<file path="config.mk">
export PLATFORM = sky130hd
export DESIGN_NAME = apb_regfile_flat
export DESIGN_NICKNAME = d
export VERILOG_FILES = /design/src/pixel_mapper_pkg.sv /design/src/pixel_mapper_if.sv /design/src/apb_regfile.sv /design/src/flat_wrapper.sv
export VERILOG_INCLUDE_DIRS = /design/src
export SDC_FILE = /design/constraint.sdc
export NUM_CORES = 2
export LEC_CHECK = 0
export ABC_AREA = 1
export ABC_CLOCK_PERIOD_IN_PS = 1900
export BUFFER_PORTS_ARGS = -buffer_cell sky130_fd_sc_hd__buf_2
export CORE_AREA = 3 3 351 353
export CTS_CLUSTER_SIZE = 28
export DETAILED_ROUTE_END_ITERATION = 12
export DIE_AREA = 0 0 354 356
export GPL_ROUTABILITY_DRIVEN = 0
export PLACE_DENSITY_LB_ADDON = 0.2
export SYNTH_ARGS = -nofsm -noshare
export SYNTH_HDL_FRONTEND = slang
export SYNTH_SLANG_ARGS = --single-unit
export TNS_END_PERCENT = 1
</file>
<file path="constraint.sdc">
create_clock -name pixel_clk -period 1.9 [get_ports pixel_clk]
set_input_delay 0.095 -clock pixel_clk [delete_from_list [all_inputs] [get_ports pixel_clk]]
set_output_delay 0.095 -clock pixel_clk [all_outputs]
set_load 0.02 [all_outputs]
</file>
<file path="src/pixel_mapper_defs.svh">
// sizes, fixed colors and register map offsets of the tank game pixel mapper
`ifndef PIXEL_MAPPER_DEFS_SVH
`define PIXEL_MAPPER_DEFS_SVH

// register bank depths
`define PM_NUM_PALETTE      8
`define PM_NUM_BULLETS      8
`define PM_NUM_WALLS        8

// geometry in pixels
`define PM_WALL_SIZE        32
`define PM_BULLET_RADIUS    4

`define PM_BULLET_RGB       24'hff5500  // orange

// byte offsets on the APB side
`define PM_ADDR_PALETTE     8'h00
`define PM_ADDR_BULLET      8'h20
`define PM_ADDR_WALL        8'h40
`define PM_ADDR_BG          8'h60
`define PM_ADDR_WALLCOL     8'h64

`endif

</file>
<file path="src/pixel_mapper_pkg.sv">
// shared vector types and layer select encoding for the pixel mapper
package pixel_mapper_pkg;

    typedef logic [9:0]  coord_t;     // screen x or y
    typedef logic [11:0] rgb444_t;    // palette half word
    typedef logic [23:0] rgb888_t;
    typedef logic [31:0] reg_word_t;
    typedef logic [7:0]  apb_addr_t;
    typedef logic [15:0] char_t;      // text cell code
    typedef logic [7:0]  font_row_t;

    // winning layer for one pixel, highest priority first
    typedef enum logic [2:0] {
        layer_blank,
        layer_text,
        layer_bullet,
        layer_wall,
        layer_bg
    } layer_t;

endpackage

</file>
<file path="src/pixel_mapper_if.sv">
// register state and stage-one layer result bundles of the pixel mapper
`timescale 1ns/1ps
`include "pixel_mapper_defs.svh"

interface regs_if;
    pixel_mapper_pkg::reg_word_t palette [`PM_NUM_PALETTE];
    pixel_mapper_pkg::reg_word_t bullets [`PM_NUM_BULLETS];  // valid, x, y
    pixel_mapper_pkg::reg_word_t walls   [`PM_NUM_WALLS];
    pixel_mapper_pkg::rgb888_t   bg_color;
    pixel_mapper_pkg::rgb888_t   wall_color;

    modport owner (
        output palette,
        output bullets,
        output walls,
        output bg_color,
        output wall_color
    );

    modport user (
        input palette,
        input bullets,
        input walls,
        input bg_color,
        input wall_color
    );
endinterface


</file>
<file path="src/apb_regfile.sv">
// APB slave with palette, bullet, wall and color registers and error response
`timescale 1ns/1ps
`include "pixel_mapper_defs.svh"

module apb_regfile (
    input  logic                        pixel_clk,
    input  logic                        rst_n,
    input  logic                        psel,
    input  logic                        penable,
    input  logic                        pwrite,
    input  pixel_mapper_pkg::apb_addr_t paddr,
    input  pixel_mapper_pkg::reg_word_t pwdata,
    output pixel_mapper_pkg::reg_word_t prdata,
    output logic                        pready,
    output logic                        pslverr,
    regs_if.owner                       regs
);
    localparam pixel_mapper_pkg::apb_addr_t bank_mask = 8'he0;  // 8-word banks
    localparam pixel_mapper_pkg::apb_addr_t word_mask = 8'hfc;
    localparam int slot_w = $clog2(`PM_NUM_BULLETS);

    logic [slot_w-1:0] slot;
    logic hit_pal;
    logic hit_bul;
    logic hit_wall;
    logic hit_bg;
    logic hit_wcol;
    logic mapped;
    logic wr_en;
    pixel_mapper_pkg::reg_word_t rdata;

    assign slot     = paddr[slot_w+1:2];
    assign hit_pal  = (paddr & bank_mask) == `PM_ADDR_PALETTE;
    assign hit_bul  = (paddr & bank_mask) == `PM_ADDR_BULLET;
    assign hit_wall = (paddr & bank_mask) == `PM_ADDR_WALL;
    assign hit_bg   = (paddr & word_mask) == `PM_ADDR_BG;
    assign hit_wcol = (paddr & word_mask) == `PM_ADDR_WALLCOL;
    assign mapped   = hit_pal | hit_bul | hit_wall | hit_bg | hit_wcol;
    assign wr_en    = psel & penable & pwrite & mapped;
    assign pready   = 1'b1;  // never waits

    always_ff @(posedge pixel_clk) begin
        if (!rst_n) begin
            for (int i = 0; i < `PM_NUM_PALETTE; i++) regs.palette[i] <= '0;
            for (int i = 0; i < `PM_NUM_BULLETS; i++) regs.bullets[i] <= '0;
            for (int i = 0; i < `PM_NUM_WALLS; i++) regs.walls[i] <= '0;
            regs.bg_color   <= '0;
            regs.wall_color <= '0;
        end else if (wr_en) begin
            if (hit_pal) regs.palette[slot] <= pwdata;
            if (hit_bul) regs.bullets[slot] <= pwdata;
            if (hit_wall) regs.walls[slot] <= pwdata;
            if (hit_bg) regs.bg_color <= pwdata[23:0];
            if (hit_wcol) regs.wall_color <= pwdata[23:0];
        end
    end

    always_comb begin
        if (hit_pal) rdata = regs.palette[slot];
        else if (hit_bul) rdata = regs.bullets[slot];
        else if (hit_wall) rdata = regs.walls[slot];
        else if (hit_bg) rdata = {8'h00, regs.bg_color};
        else if (hit_wcol) rdata = {8'h00, regs.wall_color};
        else rdata = '0;  // unmapped reads as zero
    end

    // response loaded in setup so it is valid through the access cycle
    always_ff @(posedge pixel_clk) begin
        if (!rst_n) begin
            prdata  <= '0;
            pslverr <= 1'b0;
        end else if (psel && !penable) begin
            prdata  <= pwrite ? '0 : rdata;
            pslverr <= !mapped;
        end else begin
            prdata  <= '0;
            pslverr <= 1'b0;
        end
    end

    a_access_after_setup: assert property (
        @(posedge pixel_clk) disable iff (!rst_n)
        penable |-> psel && $past(psel && !penable)
    );

endmodule

</file>
<file path="src/flat_wrapper.sv">
// flat-port wrapper written by rule: the top's interface ports become plain ports
module apb_regfile_flat 
  (pixel_clk, rst_n, psel, penable, pwrite, paddr, pwdata, prdata, pready, pslverr, regs_palette, regs_bullets, regs_walls, regs_bg_color, regs_wall_color);
  regs_if regs_i ();
  input  logic pixel_clk;
  input  logic rst_n;
  input  logic psel;
  input  logic penable;
  input  logic pwrite;
  input  pixel_mapper_pkg::apb_addr_t paddr;
  input  pixel_mapper_pkg::reg_word_t pwdata;
  output pixel_mapper_pkg::reg_word_t prdata;
  output logic pready;
  output logic pslverr;
  output wire logic [$bits(regs_i.palette)-1:0] regs_palette;
  output wire logic [$bits(regs_i.bullets)-1:0] regs_bullets;
  output wire logic [$bits(regs_i.walls)-1:0] regs_walls;
  output wire logic [$bits(regs_i.bg_color)-1:0] regs_bg_color;
  output wire logic [$bits(regs_i.wall_color)-1:0] regs_wall_color;
  assign regs_palette = {>>{regs_i.palette}};
  assign regs_bullets = {>>{regs_i.bullets}};
  assign regs_walls = {>>{regs_i.walls}};
  assign regs_bg_color = regs_i.bg_color;
  assign regs_wall_color = regs_i.wall_color;
  apb_regfile u_core (.pixel_clk(pixel_clk), .rst_n(rst_n), .psel(psel), .penable(penable), .pwrite(pwrite), .paddr(paddr), .pwdata(pwdata), .prdata(prdata), .pready(pready), .pslverr(pslverr), .regs(regs_i));
endmodule
</file>
### Word level (Yosys, flattened, before mapping)

Index checks and enable logic that the tools add are counted.
W data, S select, Z words.

* bits in read-only memories: 0
* memory bits (writable): 0
* logic and storage cells: 75
* bits of input ports: 45
* register bits: 849
* latch bits: 0
* output and inout port bits: 850
* memories kept: 0

* div/mod/pow operators: 0
* order comparisons: 2
* multipliers: 0
* add/sub/neg operators: 0
* equal/unequal tests: 4
* reduce and logical (&&, ||, !) cells: 12
* bitwise gates (word level): 10
* mux-type cells: 19
* shift operators: 0

Operators by type and width (count)
* $bwmux W256: 3
* $mux W32: 11
* $bmux W32 S3: 3
* $demux W32 S3: 1
* $mux W24: 1
* $eq A6 B5 Y1 const B: 2
* $reduce_and A2 Y1: 6
* $logic_not A8 Y1: 1
* $ge A4 B4 Y1 const B: 1
* $lt A4 B1 Y1 const B: 1
* $not A3 Y4: 1
* $or A1 B1 Y1: 4
* $and A1 B1 Y1: 3
* $eq A3 B1 Y1 const B: 1
* $eq A3 B2 Y1 const B: 1
* $reduce_or A3 Y1: 1
* $logic_and A1 B1 Y1: 2
* $logic_not A1 Y1: 2
* $not A1 Y1: 2

### Depth between registers and ports, before layout

* depth after elaboration: 7
* gate-level depth with buffers: 14
* gate-level depth less buffers: 11

### Least setup slack after synthesis

Ideal clock, no wire load.

* path type: input -> register
* from: in paddr[4]
* to: reg u_core.regs.bullets[151]
* required time: 1787 ps
* arrival time: 1610 ps
* slack: 178 ps
* path buffers: 2
* setup time: 113 ps
* cell stages on the path: 10
* cells stage by stage: buf_6 inv_2 nand2_2 a31oi_4 nand3_4 nor2_8 buf_6 nand2_1 nand2_1 nor2_1

* word-level cells in the longest chain between the ends: 6

Ends and longest elaborated chain
* from (decl): RTL line flat_wrapper.sv:10 `input pixel_mapper_pkg::apb_addr_t paddr;`
* $not A3 Y4 (not written as such): RTL line apb_regfile.sv:51 `if (hit_bul) regs.bullets[slot] <= pwdata;`
* $ge A4 B4 Y1 (not written as such) / $lt A4 B1 Y1 (equally long branches): RTL line apb_regfile.sv:51
* $logic_and A1 B1 Y1 (not written as such): RTL line apb_regfile.sv:51
* $mux W32 (not written as such): RTL line apb_regfile.sv:51
* $demux W32 S3: RTL line apb_regfile.sv:51
* $bwmux W256: RTL line apb_regfile.sv:51
* to (signal, indexed assignment): RTL line apb_regfile.sv:51
* to (decl): RTL line pixel_mapper_if.sv:14 `output bullets,`

Parallel ways exist; a longest one is shown, timed or not.
A chain may end at the register's enable or synchronous reset.

### Worst setup path in the final report

* from: reg u_core.regs.walls[202]
* to: reg u_core.prdata[10]

* word-level cells in the longest chain between the ends: 6

Ends and longest elaborated chain
* from (decl): RTL line pixel_mapper_if.sv:15 `output walls,`
* from (signal, indexed assignment): RTL line apb_regfile.sv:52 `if (hit_wall) regs.walls[slot] <= pwdata;`
* $bmux W32 S3: RTL line apb_regfile.sv:61 `else if (hit_wall) rdata = regs.walls[slot];`
* $mux W32 (not written as such) (2 in series): RTL line apb_regfile.sv:61
* $mux W32: RTL line apb_regfile.sv:61
* $mux W32: RTL line apb_regfile.sv:60 `else if (hit_bul) rdata = regs.bullets[slot];`
* $mux W32: RTL line apb_regfile.sv:59 `if (hit_pal) rdata = regs.palette[slot];`
* to (signal assigned): RTL line apb_regfile.sv:73 `prdata <= pwrite ? '0 : rdata;`
* to (decl): RTL line apb_regfile.sv:13 `output pixel_mapper_pkg::reg_word_t prdata,`

No other way between the ends. The select of a mux whose other input is x is not followed.

==> results.cfg <==
[status]
status = finished, violations left
violations = negative setup slack

[worst_setup_path]
r2r_start = u_core.regs.walls[202]$_SDFFE_PN0P_
max_stage_delay_ns = 0.38
r2r_cells = 7
crit_path_start_kind = flip-flop
cp.arrival_ns = 2.48
critical_path.cell_chain = nand3_1 > o21ai_0 > nor2_1 > nand3_1 > buf_12 > nand2_1 > a21oi_1
crit_path_max_fanout = 3
regToRegEndpoint = u_core.prdata[10]$_SDFF_PP0_
critical_path_required_ns = 2.47
cp-end-kind = flip-flop
path_common_cell = nand3_1
r2r_slack_ns = -0.02
crit_slowest_cell = nand3_1
path_class = flip-flop to flip-flop

[timing]
setup_violations = 1
tns_ns = -0.0162
hold_viol = 0
fmax_ghz = 0.522
grt_setup_unrepaired = false
period_share = 1.01
relSlewSlack = 0.422
worst_pin_slew_ns = 0.867
min_period_ns = 1.92
fin_skew_ns = 0.0266
drv_slew = 0
setup_ws_ns = -0.0162

[clock_network]
cts_num_sinks = 849
cts.clk_slew.worst_paths_ns = 0.06
clk_latency_ns = 0.71
cts_buffers = 104
post_cts_buffers = 0
cts_max_level = 3
clockBufferDepth = 3
cts_tree = yes
cts_root_buf = clkbuf_16

[routing]
wl_per_cell_um = 25.6
num_vias = 46100
drtIter0Drc = 5359
drcViolationCount = 0
viasPerCell = 5.08
routed_wl_um = 233000
dr.pass1.iters = 6
ant_nets = 0

[global_routing]
grt_start_max_net_pins = 151
antenna_found_initial = 8
grt_pass1_wl_um = 318000
grt_usage = 0.352
grt_pass1_vias = 41300
grt_overflow = 0

[yosys]
synthFlopType = dfxtp_1
synth-seq-cells = 849
synth_fp_nets = 6502
ys_types = 26
netlist_instances = 6457
syn_avg_cell_area_um2 = 6.30
syn_area_um2 = 40700
ys_warn_count = 0
synth_most_common_cell = nand2_1
synth.area.top_cells = dfxtp_1 42%, nand2_1 22%, nor2_1 17%, buf_6 4.0%, nand4_1 2.4%
postSynth.asyncResetShare = 0
yosysTopAreaCellShare = 0.418
synth_area_leader_cell = dfxtp_1
synth-edff-count = 0
yosys-top-cells-count = 2416 x nand2_1, 1843 x nor2_1, 849 x dfxtp_1
ys_seq_area_frac = 0.418

[pwr]
irDropWorstVdd_v = 0.000719
p_comb_frac = 0.080
p_leak_nw = 25.1
p_sw_frac = 0.265
p_sw_mw = 11.0
p_seq_frac = 0.431
p_clk_frac = 0.489
p_int_mw = 30.5
power_density_nw_per_um2 = 788

[layout]
fill_cells = 12800
final_nets = 7426
drive_gt1_frac = 0.197
fin_util = 0.438
syn_to_final_growth_pct = 29.3

[floorplan]
fp.dieW_um = 354
core.rowCount = 127
ios = 895
start_util = 0.338
die_area_um2 = 126000
core-area_um2 = 120000
die_h_um = 356

[run]
drv_cap = 0

[worst_hold_path]
min_to = u_core.regs.palette[218]$_SDFFE_PN0P_
worstHoldStart = pwdata[26]
hold_depth = 6
hp-class = input port to flip-flop

[place]
io_buffers = 891
hpwlAfterDp_um = 172000
[area by class of cell]
cell class	count	area, µm²	share of cell area
Inverter	236	901	0.0171
Antenna cell	5	12.5	0.000238
Timing Repair Buffer	1290	9320	0.177
Tap cell	1612	2020	0.0384
Clock buffer	150	2990	0.0568
Multi-Input combinational cell	4900	19900	0.379
Clock inverter	38	413	0.00786
Sequential cell	849	17000	0.323
[worst max-delay path by stage]
stage,startpoint,endpoint,slack [ns],cells past startpoint
after global routing,u_core.regs.walls[202]$_SDFFE_PN0P_,u_core.prdata[10]$_SDFF_PP0_,0.05,7
after CTS,u_core.regs.walls[202]$_SDFFE_PN0P_,u_core.prdata[10]$_SDFF_PP0_,0.13,7
after global placement,paddr[4],u_core.prdata[24]$_SDFF_PP0_,-0.29,12
after floorplan,paddr[4],u_core.regs.bullets[151]$_SDFFE_PN0P_,0.18,10
after detailed placement,paddr[4],u_core.prdata[24]$_SDFF_PP0_,-0.28,12
final,u_core.regs.walls[202]$_SDFFE_PN0P_,u_core.prdata[10]$_SDFF_PP0_,-0.02,7
[registers in the layout, summed over array words and instances, names as in the netlist]
register                flops
u_core.regs.bullets       256
u_core.regs.palette       256
u_core.regs.walls         256
u_core.prdata              32
u_core.regs.bg_color       24
u_core.regs.wall_color     24
u_core.pslverr              1
[cell families after synthesis]
group,count (synthesis),share of synthesized area
flip-flops,849,0.418
buffers and inverters,708,0.0933
other,1,0.0000923
AO/OA/AOI/OAI,251,0.0313
AND/OR/NAND/NOR,4648,0.457
[layout by cell type, fill, tap and decap left out, types with 5 or more instances in the layout]
cell type	count
nand4_1	154
nand2_1	2416
nand3b_1	7
clkbuf_1	26
a21oi_1	107
inv_1	225
buf_4	227
buf_12	140
clkinv_2	18
dlygate4sd3_1	32
diode_2	5
nand3_1	178
inv_6	5
clkinvlp_4	5
o21ai_0	143
nor2_1	1842
inv_2	6
clkbuf_16	105
nand3_4	5
bufinv_16	6
buf_2	887
nor2_8	24
dfxtp_1	849
clkbuf_8	19
[routing by layer]
layer  part of all wire  wire (µm)  global-route usage  vias to the layer above
li1                   -          -                   -                    21500
met1               0.39      89800               0.431                    21600
met2               0.45     104000               0.558                     2447
met3               0.10      23900              0.0933                      486
met4              0.066      15300               0.201                        0
met5                  0          0                   0                        -
[power groups by stage]
stage                     combinational, mW  sequential (mW)  clock, mW
after global routing                   3.43             17.8       21.1
after detailed placement               3.19             18.2          0
after CTS                              3.25             17.8       20.4
after global placement                 3.18             18.2          0
final                                  3.31             17.8       20.3
after floorplan                        1.42             18.3          0
[critical path, delay by kind of cell, from the launching register on]
family          cells  cell delay [ns]
compound gates      2             0.19
buf+inv             1             0.25
flops               1             0.35
simple gates        4             1.01
[metrics by stage]
stage | hold slack (ns) | total power [mW] | setup slack, ns | cell area [µm²] | instances
3_5_place_dp | 0.307 | 21.4 | -0.277 | 48800 | 8855
2_1_floorplan | 0.173 | 19.7 | 0.178 | 40700 | 6457
3_3_place_gp | 0.303 | 21.4 | -0.294 | 48800 | 8855
5_1_grt | 0.0641 | 42.4 | 0.0497 | 52500 | 9075
4_1_cts | 0.000128 | 41.5 | 0.125 | 52500 | 9075
6_report | 0.0447 | 41.4 | -0.0162 | 52600 | 9080
[what timing repair did]
item	CTS	global route
endpoints found under the hold margin	290	0
resized for setup	0	0
hold buffers	32	0
No activity file was read; power rests on OpenSTA's default activity.
